===== src/cariboulite_pkg.sv =====
`default_nettype none

package cariboulite_pkg;

  // ==============================
  // Sample path
  // ==============================
  localparam int SAMPLE_W        = 32;  // One raw I/Q frame
  localparam int PAIRS_PER_FRAME = 16;  // 2-bit pairs per frame
  localparam int PAIRS_PER_WORD  = 8;   // Pairs in the I word, same for Q

  localparam logic [1:0] SYNC_I = 2'b10;  // First pair of the I word
  localparam logic [1:0] SYNC_Q = 2'b01;  // First pair of the Q word

  localparam int FIFO_AW = 4;  // 16 entries

  // ==============================
  // Register access
  // ==============================
  localparam int BYTE_W = 8;
  localparam int IOC_W  = 5;

  localparam logic [BYTE_W-1:0] VERSION       = 8'h01;
  localparam logic [BYTE_W-1:0] RESERVED_READ = 8'hA5;  // Reserved module answer

  // System module register map
  localparam logic [IOC_W-1:0] REG_VERSION  = 5'd0;
  localparam logic [IOC_W-1:0] REG_SCRATCH  = 5'd1;
  localparam logic [IOC_W-1:0] REG_RX_CTRL  = 5'd2;  // Bit 0 is RX enable
  localparam logic [IOC_W-1:0] REG_DROP_CNT = 5'd3;  // Read only

  // Module id, bits 6:5 of the command byte
  typedef enum logic [1:0] {
    MOD_SYS      = 2'd0,
    MOD_IO       = 2'd1,
    MOD_SMI      = 2'd2,
    MOD_RESERVED = 2'd3
  } module_id_e;

  typedef enum logic [1:0] {
    IDLE,    // Hunting for SYNC_I
    I_WORD,
    Q_WORD
  } deframe_state_e;

  typedef enum logic [1:0] {
    EMPTY,      // Nothing held, pop when FIFO has data
    WAIT_DATA,  // FIFO read in flight
    BYTES       // Handing bytes to the host
  } smi_state_e;

endpackage

`default_nettype wire


===== src/reg_bus_if.sv =====
`timescale 1ns/1ps
`default_nettype none

// Command path from the SPI slave into the register block
interface reg_bus_if;
  logic [cariboulite_pkg::IOC_W-1:0]  ioc;         // Register address
  cariboulite_pkg::module_id_e        module_sel;  // Target module
  logic [cariboulite_pkg::BYTE_W-1:0] wdata;       // Valid with load
  logic                               load;        // Write strobe, one cycle
  logic                               fetch;       // Read strobe, one cycle
  logic [cariboulite_pkg::BYTE_W-1:0] rdata;       // Valid from cycle after fetch

  modport master (
    output ioc,
    output module_sel,
    output wdata,
    output load,
    output fetch,
    input  rdata
  );

  modport slave (
    input  ioc,
    input  module_sel,
    input  wdata,
    input  load,
    input  fetch,
    output rdata
  );
endinterface

`default_nettype wire


===== src/spi_slave.sv =====
`timescale 1ns/1ps
`default_nettype none

module spi_slave (
  input  logic      i_glob_clock,
  input  logic      i_rst_b,
  input  logic      i_sck,
  input  logic      i_mosi,
  input  logic      i_ss,
  output logic      o_miso,
  reg_bus_if.master bus
);

  logic [1:0] sck_sync;   // Two-stage synchronizers
  logic [1:0] mosi_sync;
  logic [1:0] ss_sync;
  logic       sck_prev;   // For edge detect
  logic       sck_rise;
  logic       sck_fall;
  logic [4:0] bit_cnt;    // Bits seen in this frame, 0 to 16
  logic       is_write;   // Write flag of current command
  logic       cmd_done;   // Command byte just completed
  logic [cariboulite_pkg::BYTE_W-1:0] rx_shift;
  logic [cariboulite_pkg::BYTE_W-1:0] rx_byte;
  logic [cariboulite_pkg::BYTE_W-1:0] tx_shift;

  // ==============================
  // Input sync and edge detect
  // ==============================
  always_ff @(posedge i_glob_clock) begin
    if (!i_rst_b) begin
      sck_sync  <= 2'b00;
      mosi_sync <= 2'b00;
      ss_sync   <= 2'b11;  // Deselected
      sck_prev  <= 1'b0;
    end else begin
      sck_sync  <= {sck_sync[0], i_sck};
      mosi_sync <= {mosi_sync[0], i_mosi};
      ss_sync   <= {ss_sync[0], i_ss};
      sck_prev  <= sck_sync[1];
    end
  end

  assign sck_rise = sck_sync[1] & ~sck_prev;
  assign sck_fall = ~sck_sync[1] & sck_prev;
  assign rx_byte  = {rx_shift[cariboulite_pkg::BYTE_W-2:0], mosi_sync[1]};  // Byte incl. this bit

  // ==============================
  // Frame control and strobes
  // ==============================
  always_ff @(posedge i_glob_clock) begin
    if (!i_rst_b) begin
      bit_cnt   <= '0;
      is_write  <= 1'b0;
      cmd_done  <= 1'b0;
      bus.fetch <= 1'b0;
      bus.load  <= 1'b0;
      o_miso    <= 1'b0;
    end else begin
      cmd_done  <= 1'b0;
      bus.load  <= 1'b0;
      bus.fetch <= cmd_done & ~is_write;  // Second clock after 8th rise
      if (ss_sync[1]) begin
        bit_cnt <= '0;  // Frame ends with ss high
        o_miso  <= 1'b0;
      end else begin
        if (sck_rise) begin
          bit_cnt <= bit_cnt + 1'b1;
          if (bit_cnt == 5'd7) begin
            is_write <= rx_byte[7];  // MSB of command
            cmd_done <= 1'b1;
          end
          if (bit_cnt == 5'd15 && is_write) begin
            bus.load <= 1'b1;
          end
        end
        // Read data leaves after each falling sck of byte two
        if (sck_fall && !is_write) begin
          if (bit_cnt == 5'd8) begin
            o_miso <= bus.rdata[7];
          end else if (bit_cnt > 5'd8 && bit_cnt < 5'd16) begin
            o_miso <= tx_shift[7];
          end
        end
      end
    end
  end

  // Shift registers and command fields
  always_ff @(posedge i_glob_clock) begin
    if (sck_rise) begin
      rx_shift <= rx_byte;
      if (bit_cnt == 5'd7) begin
        bus.module_sel <= cariboulite_pkg::module_id_e'(rx_byte[6:5]);
        bus.ioc        <= rx_byte[4:0];
      end
      if (bit_cnt == 5'd15) begin
        bus.wdata <= rx_byte;
      end
    end
    if (sck_fall) begin
      if (bit_cnt == 5'd8) begin
        tx_shift <= {bus.rdata[cariboulite_pkg::BYTE_W-2:0], 1'b0};  // Rest after MSB
      end else begin
        tx_shift <= {tx_shift[cariboulite_pkg::BYTE_W-2:0], 1'b0};
      end
    end
  end

endmodule

`default_nettype wire


===== src/ctrl_regs.sv =====
`timescale 1ns/1ps
`default_nettype none

module ctrl_regs (
  input  logic     i_glob_clock,
  input  logic     i_rst_b,
  reg_bus_if.slave bus,
  input  logic     i_drop,
  output logic     o_rx_en
);

  logic [cariboulite_pkg::BYTE_W-1:0] scratch;
  logic [cariboulite_pkg::BYTE_W-1:0] drop_cnt;   // Saturates at 255
  logic [cariboulite_pkg::BYTE_W-1:0] sys_rdata;  // System module readback

  // ==============================
  // Writes and drop counter
  // ==============================
  always_ff @(posedge i_glob_clock) begin
    if (!i_rst_b) begin
      scratch  <= '0;
      o_rx_en  <= 1'b0;
      drop_cnt <= '0;
    end else begin
      if (bus.load && bus.module_sel == cariboulite_pkg::MOD_SYS) begin
        case (bus.ioc)
          cariboulite_pkg::REG_SCRATCH: scratch <= bus.wdata;
          cariboulite_pkg::REG_RX_CTRL: o_rx_en <= bus.wdata[0];
          default: ;  // Version and drop count are read only
        endcase
      end
      if (i_drop && drop_cnt != '1) begin
        drop_cnt <= drop_cnt + 1'b1;
      end
    end
  end

  // System register map
  always_comb begin
    case (bus.ioc)
      cariboulite_pkg::REG_VERSION:  sys_rdata = cariboulite_pkg::VERSION;
      cariboulite_pkg::REG_SCRATCH:  sys_rdata = scratch;
      cariboulite_pkg::REG_RX_CTRL:  sys_rdata = {7'b0, o_rx_en};
      cariboulite_pkg::REG_DROP_CNT: sys_rdata = drop_cnt;
      default:                       sys_rdata = '0;
    endcase
  end

  // Readback per module, held until the next fetch
  always_ff @(posedge i_glob_clock) begin
    if (bus.fetch) begin
      case (bus.module_sel)
        cariboulite_pkg::MOD_SYS:      bus.rdata <= sys_rdata;
        cariboulite_pkg::MOD_RESERVED: bus.rdata <= cariboulite_pkg::RESERVED_READ;
        default:                       bus.rdata <= '0;  // IO and SMI not present
      endcase
    end
  end

endmodule

`default_nettype wire


===== src/iq_deframer.sv =====
`timescale 1ns/1ps
`default_nettype none

module iq_deframer (
  input  logic                                 i_glob_clock,
  input  logic                                 i_rst_b,
  input  logic [1:0]                           i_pair,    // One pair per clock
  input  logic                                 i_rx_en,
  output logic                                 o_push,    // One cycle, frame valid
  output logic [cariboulite_pkg::SAMPLE_W-1:0] o_frame
);

  cariboulite_pkg::deframe_state_e state;

  logic [$clog2(cariboulite_pkg::PAIRS_PER_FRAME)-1:0] pair_cnt;  // Pairs taken so far
  logic [cariboulite_pkg::SAMPLE_W-1:0]                frame_sr;  // First pair ends on top

  // ==============================
  // Sync search and frame FSM
  // ==============================
  always_ff @(posedge i_glob_clock) begin
    if (!i_rst_b) begin
      state    <= cariboulite_pkg::IDLE;
      pair_cnt <= '0;
      o_push   <= 1'b0;
    end else begin
      o_push <= 1'b0;
      case (state)
        cariboulite_pkg::IDLE: begin
          if (i_pair == cariboulite_pkg::SYNC_I) begin
            state    <= cariboulite_pkg::I_WORD;
            pair_cnt <= 1'b1;  // Sync pair already counted
          end
        end
        cariboulite_pkg::I_WORD: begin
          pair_cnt <= pair_cnt + 1'b1;
          if (pair_cnt == cariboulite_pkg::PAIRS_PER_WORD - 1) begin
            state <= cariboulite_pkg::Q_WORD;
          end
        end
        cariboulite_pkg::Q_WORD: begin
          pair_cnt <= pair_cnt + 1'b1;
          if (pair_cnt == cariboulite_pkg::PAIRS_PER_WORD &&
              i_pair != cariboulite_pkg::SYNC_Q) begin
            state <= cariboulite_pkg::IDLE;  // Bad Q sync, abandon frame
          end else if (pair_cnt == cariboulite_pkg::PAIRS_PER_FRAME - 1) begin
            state  <= cariboulite_pkg::IDLE;  // Next frame may follow at once
            o_push <= i_rx_en;
          end
        end
        default: state <= cariboulite_pkg::IDLE;
      endcase
    end
  end

  // Pair shifter, only moves while a frame is being collected
  always_ff @(posedge i_glob_clock) begin
    if (state != cariboulite_pkg::IDLE || i_pair == cariboulite_pkg::SYNC_I) begin
      frame_sr <= {frame_sr[cariboulite_pkg::SAMPLE_W-3:0], i_pair};
    end
  end

  assign o_frame = frame_sr;  // Complete during the push cycle

endmodule

`default_nettype wire


===== src/sample_fifo.sv =====
`timescale 1ns/1ps
`default_nettype none

module sample_fifo (
  input  logic                                 i_glob_clock,
  input  logic                                 i_rst_b,
  input  logic                                 i_channel,   // 0 selects 09, 1 selects 24
  input  logic                                 i_push_09,
  input  logic [cariboulite_pkg::SAMPLE_W-1:0] i_frame_09,
  input  logic                                 i_push_24,
  input  logic [cariboulite_pkg::SAMPLE_W-1:0] i_frame_24,
  input  logic                                 i_pop,
  output logic [cariboulite_pkg::SAMPLE_W-1:0] o_rdata,     // Valid cycle after pop
  output logic                                 o_empty,
  output logic                                 o_drop       // Push lost to full
);

  logic [cariboulite_pkg::SAMPLE_W-1:0] mem [2**cariboulite_pkg::FIFO_AW];
  logic [cariboulite_pkg::FIFO_AW:0]    wr_ptr;  // Extra bit tells full from empty
  logic [cariboulite_pkg::FIFO_AW:0]    rd_ptr;
  logic                                 push;
  logic [cariboulite_pkg::SAMPLE_W-1:0] wdata;
  logic                                 full;

  // Channel select
  assign push  = i_channel ? i_push_24 : i_push_09;
  assign wdata = i_channel ? i_frame_24 : i_frame_09;

  assign o_empty = (wr_ptr == rd_ptr);
  assign full    = (wr_ptr[cariboulite_pkg::FIFO_AW] != rd_ptr[cariboulite_pkg::FIFO_AW]) &&
                   (wr_ptr[cariboulite_pkg::FIFO_AW-1:0] == rd_ptr[cariboulite_pkg::FIFO_AW-1:0]);

  // ==============================
  // Pointers and drop strobe
  // ==============================
  always_ff @(posedge i_glob_clock) begin
    if (!i_rst_b) begin
      wr_ptr <= '0;
      rd_ptr <= '0;
      o_drop <= 1'b0;
    end else begin
      o_drop <= push & full;
      if (push && !full) begin
        wr_ptr <= wr_ptr + 1'b1;
      end
      if (i_pop && !o_empty) begin
        rd_ptr <= rd_ptr + 1'b1;
      end
    end
  end

  // Storage and registered read
  always_ff @(posedge i_glob_clock) begin
    if (push && !full) begin
      mem[wr_ptr[cariboulite_pkg::FIFO_AW-1:0]] <= wdata;
    end
    if (i_pop && !o_empty) begin
      o_rdata <= mem[rd_ptr[cariboulite_pkg::FIFO_AW-1:0]];
    end
  end

endmodule

`default_nettype wire


===== src/smi_reader.sv =====
`timescale 1ns/1ps
`default_nettype none

module smi_reader (
  input  logic                                 i_glob_clock,
  input  logic                                 i_rst_b,
  input  logic                                 i_empty,
  input  logic [cariboulite_pkg::SAMPLE_W-1:0] i_rdata,
  input  logic                                 i_smi_soe_se,   // Host read strobe
  output logic                                 o_pop,
  output logic [cariboulite_pkg::BYTE_W-1:0]   o_smi_data,
  output logic                                 o_smi_read_req  // Byte on the bus
);

  cariboulite_pkg::smi_state_e state;

  logic [$clog2(cariboulite_pkg::SAMPLE_W / cariboulite_pkg::BYTE_W)-1:0] byte_idx;
  logic [cariboulite_pkg::SAMPLE_W-1:0] word_sr;  // Current byte sits on top

  assign o_pop      = (state == cariboulite_pkg::EMPTY) && !i_empty;
  assign o_smi_data = word_sr[cariboulite_pkg::SAMPLE_W-1 -: cariboulite_pkg::BYTE_W];

  // ==============================
  // Hand-out FSM
  // ==============================
  always_ff @(posedge i_glob_clock) begin
    if (!i_rst_b) begin
      state          <= cariboulite_pkg::EMPTY;
      byte_idx       <= '0;
      o_smi_read_req <= 1'b0;
    end else begin
      case (state)
        cariboulite_pkg::EMPTY: begin
          if (!i_empty) begin
            state <= cariboulite_pkg::WAIT_DATA;  // Pop goes out this cycle
          end
        end
        cariboulite_pkg::WAIT_DATA: begin
          state          <= cariboulite_pkg::BYTES;
          byte_idx       <= '0;
          o_smi_read_req <= 1'b1;
        end
        cariboulite_pkg::BYTES: begin
          if (i_smi_soe_se) begin
            byte_idx <= byte_idx + 1'b1;
            if (byte_idx == cariboulite_pkg::SAMPLE_W / cariboulite_pkg::BYTE_W - 1) begin
              state          <= cariboulite_pkg::EMPTY;  // Last byte taken
              o_smi_read_req <= 1'b0;
            end
          end
        end
        default: state <= cariboulite_pkg::EMPTY;
      endcase
    end
  end

  // Word capture then MSB-first byte shift
  always_ff @(posedge i_glob_clock) begin
    if (state == cariboulite_pkg::WAIT_DATA) begin
      word_sr <= i_rdata;
    end else if (state == cariboulite_pkg::BYTES && i_smi_soe_se) begin
      word_sr <= {word_sr[cariboulite_pkg::SAMPLE_W-cariboulite_pkg::BYTE_W-1:0],
                  {cariboulite_pkg::BYTE_W{1'b0}}};
    end
  end

endmodule

`default_nettype wire


===== src/cariboulite_rx_top.sv =====
`timescale 1ns/1ps
`default_nettype none

module cariboulite_rx_top (
  input  logic                               i_glob_clock,
  input  logic                               i_rst_b,
  input  logic [1:0]                         i_iq_rx_09,     // Captured pair, 900 MHz band
  input  logic [1:0]                         i_iq_rx_24,     // Captured pair, 2.4 GHz band
  input  logic                               i_smi_a3,       // Channel select
  input  logic                               i_smi_soe_se,
  output logic [cariboulite_pkg::BYTE_W-1:0] o_smi_data,
  output logic                               o_smi_read_req,
  input  logic                               i_sck,
  input  logic                               i_mosi,
  input  logic                               i_ss,
  output logic                               o_miso
);

  // ==============================
  // Internal nets
  // ==============================
  logic                                 rx_en;
  logic                                 push_09;
  logic [cariboulite_pkg::SAMPLE_W-1:0] frame_09;
  logic                                 push_24;
  logic [cariboulite_pkg::SAMPLE_W-1:0] frame_24;
  logic [cariboulite_pkg::SAMPLE_W-1:0] fifo_rdata;
  logic                                 fifo_empty;
  logic                                 fifo_pop;
  logic                                 drop;

  reg_bus_if reg_bus0 ();

  // Host register path
  spi_slave spi0 (
    .i_glob_clock (i_glob_clock),
    .i_rst_b      (i_rst_b),
    .i_sck        (i_sck),
    .i_mosi       (i_mosi),
    .i_ss         (i_ss),
    .o_miso       (o_miso),
    .bus          (reg_bus0.master)
  );

  ctrl_regs regs0 (
    .i_glob_clock (i_glob_clock),
    .i_rst_b      (i_rst_b),
    .bus          (reg_bus0.slave),
    .i_drop       (drop),
    .o_rx_en      (rx_en)
  );

  // ==============================
  // Sample path
  // ==============================
  iq_deframer deframer_09 (
    .i_glob_clock (i_glob_clock),
    .i_rst_b      (i_rst_b),
    .i_pair       (i_iq_rx_09),
    .i_rx_en      (rx_en),
    .o_push       (push_09),
    .o_frame      (frame_09)
  );

  iq_deframer deframer_24 (
    .i_glob_clock (i_glob_clock),
    .i_rst_b      (i_rst_b),
    .i_pair       (~i_iq_rx_24),  // N side on the board
    .i_rx_en      (rx_en),
    .o_push       (push_24),
    .o_frame      (frame_24)
  );

  sample_fifo fifo0 (
    .i_glob_clock (i_glob_clock),
    .i_rst_b      (i_rst_b),
    .i_channel    (i_smi_a3),
    .i_push_09    (push_09),
    .i_frame_09   (frame_09),
    .i_push_24    (push_24),
    .i_frame_24   (frame_24),
    .i_pop        (fifo_pop),
    .o_rdata      (fifo_rdata),
    .o_empty      (fifo_empty),
    .o_drop       (drop)
  );

  smi_reader smi0 (
    .i_glob_clock   (i_glob_clock),
    .i_rst_b        (i_rst_b),
    .i_empty        (fifo_empty),
    .i_rdata        (fifo_rdata),
    .i_smi_soe_se   (i_smi_soe_se),
    .o_pop          (fifo_pop),
    .o_smi_data     (o_smi_data),
    .o_smi_read_req (o_smi_read_req)
  );

endmodule

`default_nettype wire


===== config.mk =====
export PLATFORM = sky130hd
export DESIGN_NAME = cariboulite_rx_top
export DESIGN_NICKNAME = d
export VERILOG_FILES = /design/src/cariboulite_pkg.sv /design/src/reg_bus_if.sv /design/src/spi_slave.sv /design/src/ctrl_regs.sv /design/src/iq_deframer.sv /design/src/sample_fifo.sv /design/src/smi_reader.sv /design/src/cariboulite_rx_top.sv
export SDC_FILE = /design/constraint.sdc
export NUM_CORES = 1
export LEC_CHECK = 0
export ABC_CLOCK_PERIOD_IN_PS = 4000
export BUFFER_PORTS_ARGS = -buffer_cell sky130_fd_sc_hd__buf_2
export CORE_UTILIZATION = 35
export DETAILED_ROUTE_END_ITERATION = 10
export GPL_TIMING_DRIVEN = 0
export PLACE_DENSITY = 0.55
export SLEW_MARGIN = 20
export SYNTH_ARGS = -nofsm -noshare
export SYNTH_HDL_FRONTEND = slang
export SYNTH_SLANG_ARGS = --single-unit

===== constraint.sdc =====
create_clock -name i_glob_clock -period 4 [get_ports i_glob_clock]
set_clock_uncertainty 0.1 [all_clocks]
set_input_delay 0.2 -clock i_glob_clock [delete_from_list [all_inputs] [get_ports i_glob_clock]]
set_output_delay 0.2 -clock i_glob_clock [all_outputs]
set_load 0.03 [all_outputs]

==> results of run 1 <==
## layout by cell type, fill, tap and decap left out, drive strengths merged, types with 2 or more instances in the layout
cell type    netlist  final
edfxtp           677    677
clkbuf            36    131
mux4             128    128
nand2             92     92
buf               49     90
mux2              68     68
dfxtp             64     64
nor2              47     47
nor2b             41     41
a211oi            40     40
clkinv             2     37
a31oi             35     35
inv               22     27
mux2i             26     26
ha                24     24
and2              22     22
a21oi             22     22
and3              17     17
nand2b            15     15
nand4             12     12
nand3             10     10
o21ai             10     10
xnor2              9      9
dlygate4sd3        0      9
bufinv             0      8
nor3               7      7
xor2               4      4
nor4bb             3      3
nand4b             3      3
o311a              3      3
o211ai             3      3
clkinvlp           0      3
and4               2      2
a311oi             2      2
a32oi              2      2
nand3b             2      2
a311o              2      2
nor4               2      2
a21o               2      2
a21boi             2      2
## power groups by stage
stage / Combinational (mW) / Clock (mW) / Sequential, mW
2_1_floorplan: 2.35 / 0 / 9.53
3_3_place_gp: 3.21 / 0 / 9.64
3_5_place_dp: 3.42 / 0 / 9.61
4_1_cts: 3.43 / 7.45 / 9.45
5_1_grt: 3.65 / 7.73 / 9.48
6_report: 3.35 / 7.31 / 9.45
## registers in the layout, indices dropped and copies added (netlist names), 4 cells and up
| register | count |
|---|---|
| regs0.drop_cnt | 8 |
| fifo0.mem | 512 |
| fifo0.wr_ptr | 5 |
| regs0.scratch | 8 |
| deframer_24.pair_cnt | 4 |
| fifo0.rd_ptr | 5 |
| spi0.bus.ioc | 5 |
| deframer_09.pair_cnt | 4 |
| deframer_09.o_frame | 32 |
| spi0.bit_cnt | 5 |
| spi0.bus.wdata | 8 |
| spi0.tx_shift | 7 |
| fifo0.o_rdata | 32 |
| regs0.bus.rdata | 8 |
| smi0.word_sr | 32 |
| spi0.rx_shift | 7 |
| deframer_24.o_frame | 32 |
## routing by layer
layer  wire length (um)  vias to the layer above  global-route usage
met3               2770                      102              0.0294
met1              28600                     7487               0.214
met5                  0                        -                   0
met4               1430                        0              0.0438
li1                   -                     6321                   -
met2              30800                      315               0.256
## critical path: stages (launching register included)
cell,delay [ns]
dfxtp_1,0.34
buf_2,0.30
buf_1,0.72
clkbuf_1,0.59
nand2_1,0.13
a31oi_1,0.45
## cell type report
cell class / instances / share of cell area
clock buffers: 95 / 0.0624
clock inverters: 51 / 0.0154
repair buffers: 50 / 0.0195
flip-flops and latches: 741 / 0.646
plain buffers: 85 / 0.0144
well taps: 1060 / 0.0397
diodes: 1 / 0.0000748
inverters: 24 / 0.00269
multi-input cells: 667 / 0.200
## timing repair
item	CTS	global route
endpoints found under the hold margin	16	0
setup endpoints to repair	0	0
hold buffers	9	0
## cell families after synthesis
logic type      synth area share
flops                      0.750
simple gates              0.0493
mux                        0.136
compound gates            0.0305
buf+inv                   0.0199
fa+ha+maj                 0.0104
xor+xnor                 0.00395
## final timing paths
| check | startpoint | end | depth (start not counted) |
|---|---|---|---|
| max | fifo0.rd_ptr[2] | fifo0.o_rdata[31] | 5 |
| max reg2reg | fifo0.rd_ptr[2] | fifo0.o_rdata[31] | 5 |
| min | i_ss | spi0.ss_sync[0] | 3 |
| min reg2reg | spi0.ss_sync[0] | spi0.ss_sync[1] | 1 |
==> metrics.csv, run 1 <==
metric;value;unit
status;finished clean;
footprint of the multi-input gates;6670;um2
CTS resizes;0;
DRT Pass-1 Iters;5;
internal power;15.0;mW
DPL Wire Length;42100;um
Max rail drop VDD;0.359;mV
proportion of layout cells with a drive suffix above 1;0.247;
mean number of vias per cell;5.13;
count of endpoints failing hold in the final timing report;0;
Core ar.;80900;um2
GRT Residual Overflow;0;
final worst-path cycle share;0.733;
Clock Root Buffer;clkbuf_16;
Cell Area, Placed;30700;um2
PnR worst setup slack;1.07;ns
sum of routed wire length over all layers;63700;um
final-stage net count;1683;
synthesized instance count;1517;
# setup viols final;0;
cell taking the most area after synthesis;edfxtp_1;
clock tree buffer depth;3;
average wire per cell in the routed design;22.9;um
proportion of synthesized flip-flops having asynchronous set or reset;0;
clock latency of the later-clocked register in the worst-skew pair;0.64;ns
register-to-register path setup slack;1.07;ns
pin count of the biggest net entering global routing;33;
endpoint arrival time on the critical path;3.19;ns
count of distinct cell types in the synthesized netlist;54;
count of maximum capacitance violations;0;
most frequent cells after synthesis;677 x edfxtp_1, 128 x mux4_2, 92 x nand2_1;
number of rows created at floorplan;104;
most instantiated library cell after synthesis;edfxtp_1;
Layout fillers;7180;
global routing usage summed across all routing layers;0.157;
share of power burned in the clock network;0.364;
Die Area;83500;um2
synthesis warning total;0;
summed instance area of the synthesized netlist;28800;um2
total via count after detailed routing;14200;
cell types with the largest area share after synthesis;edfxtp_1 71%, mux4_2 10%, dfxtp_1 4.4%, mux2_2 2.7%, nand2_1 1.2%;
I/O Pins;21;
Starting Density;0.356;
P_leak;10.6;nW
number of design-rule violations left by the first detailed-router iteration;1189;
PnR Total Power;20.1;mW
Switching Fraction;0.253;
Clock Pin Slew Worst Setup and Hold Paths;0.06;ns
DRC violation count after routing;0;
final slew viol count;0;
EDFF count, synth;677;
portion of synthesized cell area occupied by the leading cell type;0.706;
Synthesized Nets;1552;
Post-synth top flop;edfxtp_1;
final sum of negative setup slack;0;ns
routability congestion estimate from global placement;0.766;
Layout Utilization;0.413;
worst min-delay path category;input pin to flip-flop;
Die Wd;289;um
CTS Buf Count;79;
Net Sw Power;5.09;mW
Critical Path Sink Type;flip-flop;
worst rel slew slack;0.320;
part of the power in registers;0.470;
via count of the first global-routing pass;14900;
critical setup path kind;flip-flop to flip-flop;
largest driver fanout on the critical path;11;
highest clock frequency the design can meet;341;MHz
clock tree sinks;741;
worst setup slack before clock tree synthesis;0.836;ns
Post CTS Setup Buffer Count;0;
count of state elements after synthesis;741;
overall die height;289;um
transition at the pin with the smallest max-transition slack;1.02;ns
data required time of the critical path;4.26;ns
Comb pwr share;0.166;
count of placed standard cells including taps;2618;
Final Critical Period;2.93;ns
setup repair after global routing missed its margin;false;
number of antenna violations at the first check in global routing;1;
depth of the CTS H-tree;3;
Finished Layout Cells;2774;
Layout area overhead;16.1;%
clock tree from TritonCTS;built;
post-detailed-route count of antenna-violating nets;0;
Register Area;21600;um2
final hold slack;0.181;ns
cell area after layout;33400;um2
crit start category;flip-flop;
number of port buffers;19;
first-pass GRT wire length;95400;um
Avg Inst Size Synth;19.0;um2
post-synthesis sequential area ratio;0.750;
Pwr Density;601;nW/um2
Power figures use the tool's default switching activity.
==> run 2, diff against run 1 <==
Settings changed: ABC_AREA set to 1, ABC_CLOCK_PERIOD_IN_PS 4000 to 2700.
Clock period 4 ns to 2.7 ns, I/O delays scaled along.
==> run 2 against run 1 <==
  * Largest power group unchanged
  * Sequential power grew 56%
  * Power is 61% higher
  * Register-to-register slack got worse by 0.93 ns
  * Area after synthesis increased by 1.2%
==> metrics.csv, run 2 <==
metric;value;unit;change
status;finished clean;;unchanged
proportion of synthesized flip-flops having asynchronous set or reset;0;;unchanged
via count of the first global-routing pass;17800;;was 14.9k
most common cell after layout, fill and taps aside;edfxtp_1;;unchanged
worst rel slew slack;0.298;;was 0.320
critical setup path kind;flip-flop to flip-flop;;unchanged
portion of synthesized cell area occupied by the leading cell type;0.698;;was 0.706
number of rows created at floorplan;105;;was 104
cell taking the most area after synthesis;edfxtp_1;;unchanged
pin count of the biggest net entering global routing;35;;was 33
CP peak stage delay;0.32;ns;was 0.72 ns
Synthesized Nets;2254;;was 1552
number of antenna violations at the first check in global routing;2;;was 1
routability congestion estimate from global placement;0.834;;was 0.766
post-synthesis sequential area ratio;0.742;;was 0.750
final worst-path cycle share;0.949;;was 0.733
count of placed standard cells including taps;3331;;was 2618
count of distinct cell types in the synthesized netlist;41;;was 54
proportion of layout cells with a drive suffix above 1;0.135;;was 0.247
CTS resizes;0;;unchanged
crit path capture;fifo0.mem[1][6];;was fifo0.o_rdata[31]
reg-to-reg critical path endpoint;fifo0.mem[1][6];;was fifo0.o_rdata[31]
Clock Root Buffer;clkbuf_16;;unchanged
timing startpoint of the critical path;fifo0.rd_ptr[0];;was fifo0.rd_ptr[2]
cell types with the largest area share after synthesis;edfxtp_1 70%, nor2_1 5.2%, dfxtp_1 4.4%, o21ai_0 4.3%, nand2_1 2.5%;;was edfxtp_1 71%, mux4_2 10%, dfxtp_1 4.4%, mux2_2 2.7%, nand2_1 1.2%
Finished Layout Cells;3495;;was 2774
GRT Residual Overflow;0;;unchanged
overall die height;291;um;was 289 um
count of maximum capacitance violations;0;;unchanged
most instantiated library cell after synthesis;edfxtp_1;;unchanged
clock tree buffer depth;3;;unchanged
average wire per cell in the routed design;21.5;um;was 22.9 um
clock latency of the later-clocked register in the worst-skew pair;0.61;ns;was 0.64 ns
final hold slack;0.144;ns;was 0.181 ns
Avg Inst Size Synth;13.1;um2;was 19.0 um2
first-pass GRT wire length;112000;um;was 95400 um
total via count after detailed routing;18000;;was 14.2k
most frequent cells after synthesis;677 x edfxtp_1, 401 x nor2_1, 251 x o21ai_0;;was 677 x edfxtp_1, 128 x mux4_2, 92 x nand2_1
mean number of vias per cell;5.15;;was 5.13
count of endpoints failing hold in the final timing report;0;;unchanged
Post-synth top flop;edfxtp_1;;unchanged
I/O Pins;21;;unchanged
clock tree sinks;741;;unchanged
endpoint arrival time on the critical path;2.76;ns;was 3.19 ns
PnR Total Power;32.4;mW;was 20.1 mW
most frequent cells in the layout;677 x edfxtp_1, 385 x nor2_1, 250 x o21ai_0;;was 677 x edfxtp_1, 128 x mux4_2, 92 x nand2_1
number of flip-flops in the largest register;512;;unchanged
clock tree from TritonCTS;built;;unchanged
DRT Pass-1 Iters;5;;unchanged
number of design-rule violations left by the first detailed-router iteration;1775;;was 1189
number of port buffers;19;;unchanged
Die Area;84400;um2;was 83500 um2
depth of the CTS H-tree;3;;unchanged
worst r2r path cells;13;;was 5
final sum of negative setup slack;0;ns;unchanged
P_leak;11.4;nW;was 10.6 nW
EDFF count, synth;677;;unchanged
setup repair after global routing missed its margin;false;;unchanged
worst reg2reg startpoint;fifo0.rd_ptr[0];;was fifo0.rd_ptr[2]
Max rail drop VDD;0.419;mV;was 0.359 mV
Critical-path top delay cell;dfxtp_1;;was buf_1
worst min-delay path category;input pin to flip-flop;;unchanged
final slew viol count;0;;unchanged
transition at the pin with the smallest max-transition slack;1.05;ns;was 1.02 ns
highest clock frequency the design can meet;390;MHz;was 341 MHz
Pwr Density;951;nW/um2;was 601 nW/um2
CTS Buf Count;75;;was 79
DRC violation count after routing;0;;unchanged
data required time of the critical path;2.89;ns;was 4.26 ns
global routing usage summed across all routing layers;0.177;;was 0.157
cells along the critical path;buf_6 > inv_4 > buf_6 > nand2_2 > nand2_2 > nor2_4 > nand3_4 > nand2_4 > inv_2 > nand2_2 > nor2_4 > buf_16 > buf_8;;was buf_2 > buf_1 > clkbuf_1 > nand2_1 > a31oi_1
Layout area overhead;16.8;%;was 16.1%
count of inserted antenna diode cells;0;;was 1
final-stage net count;2402;;was 1683
largest driver fanout on the critical path;12;;was 11
# setup viols final;0;;unchanged
Final Critical Period;2.56;ns;was 2.93 ns
Critical Path Sink Type;flip-flop;;unchanged
Core ar.;82200;um2;was 80900 um2
synthesized instance count;2219;;was 1517
start point of the worst hold path;i_sck;;was i_ss
count of state elements after synthesis;741;;unchanged
post-detailed-route count of antenna-violating nets;0;;unchanged
synthesis warning total;0;;unchanged
summed instance area of the synthesized netlist;29100;um2;was 28800 um2
DPL Wire Length;51000;um;was 42100 um
Starting Density;0.354;;was 0.356
library cell appearing most often on the critical path;nand2_2;;
sum of routed wire length over all layers;75100;um;was 63700 um
register-to-register path setup slack;0.14;ns;was 1.07 ns
Clock Pin Slew Worst Setup and Hold Paths;0.06;ns;about the same
Die Wd;291;um;was 289 um
crit start category;flip-flop;;unchanged
-- run 2: area by class of cell --
type / count / area (um2)
Buffer: 123 / 664
Clock buffer: 103 / 2140
Clock inverter: 32 / 314
Fill cell: 7549 / 48200
Inverter: 81 / 307
Multi-Input combinational cell: 1274 / 6700
Sequential cell: 741 / 21600
Tap cell: 1070 / 1340
Timing Repair Buffer: 71 / 973
-- run 2: repair_timing --
item	in CTS	in global routing
endpoints found under the hold margin	34	0
hold buffers	10	0
buffers inserted	17	2
pin swaps	12	2
endpoints found under the setup margin	205	44
-- run 2: logic make-up (layout without fill, tap and decap cells) --
family	after synthesis	after routing	share of synthesized area
DFF	741	741	0.742
and+or+nand+nor	732	732	0.104
AOI/OAI and AO/OA	452	452	0.0866
buffers and inverters	204	410	0.0333
muxes	56	56	0.0216
adders and majority gates	24	24	0.0103
xor gates and xnor gates	10	10	0.00301
-- run 2: how the worst min path moves through the flow --
| stage | slack (ns) | cells past startpoint | end |
|---|---|---|---|
| 2_1_floorplan | 0.13 | 2 | spi0.mosi_sync[0] |
| 3_3_place_gp | 0.22 | 2 | spi0.ss_sync[0] |
| 3_5_place_dp | 0.22 | 3 | spi0.mosi_sync[0] |
| 4_1_cts | 0.11 | 4 | spi0.sck_sync[0] |
| 5_1_grt | 0.15 | 4 | spi0.sck_sync[0] |
| 6_report | 0.14 | 4 | spi0.sck_sync[0] |
-- run 2: per-layer routing --
layer / vias to the layer above / share of wire / GRT usage
met5: - / 0 / 0
met4: 0 / 0.024 / 0.0497
met3: 126 / 0.065 / 0.0296
met2: 608 / 0.47 / 0.291
met1: 8949 / 0.44 / 0.243
li1: 8326 / - / -
-- run 2: stage by stage --
step	util	area [um2]	setup WS, ns
2_1_floorplan	-	29100	-0.317
3_3_place_gp	0.372	30600	-2.31
3_5_place_dp	0.380	31300	-0.306
4_1_cts	0.414	34000	0.0623
5_1_grt	0.414	34000	0.0167
6_report	0.414	34000	0.138
-- run 2: report_power, final --
part	internal (mW)	switching, mW	total [mW]
clock	6.11	4.28	10.4
sequential	14.4	0.338	14.7
combinational	1.96	5.27	7.23
total	22.5	9.89	32.4
-- run 2: critical path: cells and delay by family, from the launching register on --
kind,cells,cell delay [ns]
DFF,1,0.32
and+or+nand+nor,7,0.84
buffers and inverters,6,0.95
==> run 3, diff against run 2 <==
Settings changed: ABC_CLOCK_PERIOD_IN_PS 2700 to 2900.
Clock period 2.7 ns to 2.9 ns, I/O delays scaled along.
==> run 3 against run 2 <==
  * Global-route usage down 0.054 points
  * Utilization about the same
  * Final area about the same
  * Critical endpoint is now fifo0.mem[7][7]
  * First-iteration DRC count up 0.79%
  * Setup slack worse by 0.0056 ns
  * Clock power down 7%
  * Worst hold slack better by 0.011 ns
  * Die area unchanged
==> metrics.csv, run 3 (synthesized netlist as in run 2, its figures left out) <==
metric;value;unit;change
status;finished clean;;unchanged
final sum of negative setup slack;0;ns;unchanged
clock tree sinks;741;;unchanged
Die Wd;291;um;unchanged
total length of routed met2 wires;35800;um;was 35700 um
number of flip-flops in the largest register;512;;unchanged
endpoint with the worst hold slack;spi0.sck_sync[0];;unchanged
largest driver fanout on the critical path;18;;was 12
most common cell after layout, fill and taps aside;edfxtp_1;;unchanged
crit start category;flip-flop;;unchanged
via count of the first global-routing pass;17700;;was 17.8k
# setup viols final;0;;unchanged
met3 WL post-DR;5100;um;was 4850 um
final hold slack;0.155;ns;was 0.144 ns
DPL Wire Length;51000;um;unchanged
DRC violation count after routing;0;;unchanged
M1 WL;32600;um;was 32800 um
transition at the pin with the smallest max-transition slack;1.03;ns;was 1.05 ns
count of inserted antenna diode cells;0;;unchanged
most frequent cells in the layout;677 x edfxtp_1, 385 x nor2_1, 250 x o21ai_0;;unchanged
highest clock frequency the design can meet;361;MHz;was 390 MHz
worst rel slew slack;0.311;;was 0.298
Highest Signal Layer;met4;;unchanged
P_leak;11.4;nW;about the same
final worst-path cycle share;0.954;;was 0.949
GRT Residual Overflow;0;;unchanged
data required time of the critical path;3.09;ns;was 2.89 ns
reg-to-reg critical path endpoint;fifo0.mem[7][7];;was fifo0.mem[1][6]
clock tree buffer depth;3;;unchanged
number of rows created at floorplan;105;;unchanged
number of port buffers;19;;unchanged
Critical Path Sink Type;flip-flop;;unchanged
Clock Root Buffer;clkbuf_16;;unchanged
I/O Pins;21;;unchanged
global routing usage summed across all routing layers;0.177;;about the same
first-pass GRT wire length;112000;um;about the same
clock latency of the later-clocked register in the worst-skew pair;0.61;ns;about the same
Core ar.;82200;um2;unchanged
Clock Pin Slew Worst Setup and Hold Paths;0.06;ns;about the same
routability congestion estimate from global placement;0.834;;unchanged
critical setup path kind;flip-flop to flip-flop;;unchanged
total via count after detailed routing;18100;;was 18.0k
CTS resizes;0;;unchanged
proportion of layout cells with a drive suffix above 1;0.136;;was 0.135
count of endpoints failing hold in the final timing report;0;;unchanged
Final Critical Period;2.77;ns;was 2.56 ns
endpoint arrival time on the critical path;2.96;ns;was 2.76 ns
mean number of vias per cell;5.16;;was 5.15
setup repair after global routing missed its margin;true;;was false
number of design-rule violations left by the first detailed-router iteration;1789;;was 1775
footprint of the multi-input gates;6700;um2;unchanged
Layout Utilization;0.414;;about the same
Register Area;21600;um2;unchanged
clock tree from TritonCTS;built;;unchanged
final-stage net count;2404;;was 2402
register-to-register path setup slack;0.13;ns;was 0.14 ns
Layout fillers;7556;;was 7549
sum of routed wire length over all layers;75100;um;about the same
depth of the CTS H-tree;3;;unchanged
average wire per cell in the routed design;21.5;um;about the same
CTS Buf Count;75;;unchanged
count of maximum capacitance violations;0;;unchanged
overall die height;291;um;unchanged
Pwr Density;885;nW/um2;was 951 nW/um2
number of antenna violations at the first check in global routing;2;;unchanged
final slew viol count;0;;unchanged
Die Area;84400;um2;unchanged
Max rail drop VDD;0.390;mV;was 0.419 mV
Layout area overhead;16.8;%;about the same
DRT Pass-1 Iters;5;;unchanged
Starting Density;0.354;;unchanged
start point of the worst hold path;i_sck;;unchanged
worst reg2reg startpoint;fifo0.rd_ptr[0];;unchanged
pin count of the biggest net entering global routing;35;;unchanged
worst min-delay path category;input pin to flip-flop;;unchanged
post-detailed-route count of antenna-violating nets;0;;unchanged
worst hold stages;4;;unchanged
worst r2r path cells;12;;was 13
## run 3: timing repair
| action | CTS | global route |
|---|---|---|
| hold buffers | 10 | 0 |
| setup buffers | 0 | 21 |
| setup endpoints to repair | 0 | 131 |
| endpoints found under the hold margin | 34 | 0 |
## run 3: where the power goes
group          total (mW)  internal [mW]  switching, mW
sequential           13.7           13.4          0.313
combinational        6.73           1.83           4.91
clock                9.68           5.69           3.99
## run 3: worst max-delay path, cell delays in order, from the launching register on
cell and delay, ns:
dfxtp_1 0.32, buf_6 0.17, inv_4 0.10, buf_6 0.21, nand2_2 0.07, nand2_2 0.08
nor2_4 0.05, nand3_4 0.14, nand2_4 0.10, inv_2 0.14, nand2_2 0.14, nor2_4 0.54
buf_16 0.25
## run 3: worst max-delay path by stage
stage | endpoint | startpoint
6_report | fifo0.mem[7][7] | fifo0.rd_ptr[0]
5_1_grt | fifo0.mem[7][7] | fifo0.rd_ptr[0]
4_1_cts | fifo0.mem[4][7] | fifo0.rd_ptr[0]
3_5_place_dp | fifo0.mem[4][7] | i_smi_a3
3_3_place_gp | fifo0.mem[8][5] | i_smi_a3
2_1_floorplan | fifo0.mem[0][0] | fifo0.rd_ptr[0]
## run 3: area by class of cell
cell class              count  area share
plain buffers             123      0.0195
clock buffers             103      0.0628
clock inverters            32     0.00922
inverters                  81     0.00900
multi-input cells        1274       0.197
flip-flops and latches    741       0.635
well taps                1070      0.0393
repair buffers             73      0.0287
## run 3: metrics by stage
| step | instance area (um2) | setup WS [ns] | cells | total power, mW |
|---|---|---|---|---|
| after global routing | 34100 | -0.00188 | 3497 | 31.4 |
| after global placement | 30600 | -2.12 | 3308 | 20.5 |
| final | 34100 | 0.132 | 3497 | 30.1 |
| after detailed placement | 31300 | -0.116 | 3331 | 20.7 |
| after CTS | 33800 | 0.0661 | 3476 | 30.3 |
| after floorplan | 29100 | -0.117 | 2219 | 17.8 |
## run 3: per-layer routing
layer | up-vias | track usage
met3 | 110 | 0.0287
met2 | 613 | 0.291
met1 | 9001 | 0.243
met5 | - | 0
li1 | 8333 | -
met4 | 0 | 0.0470
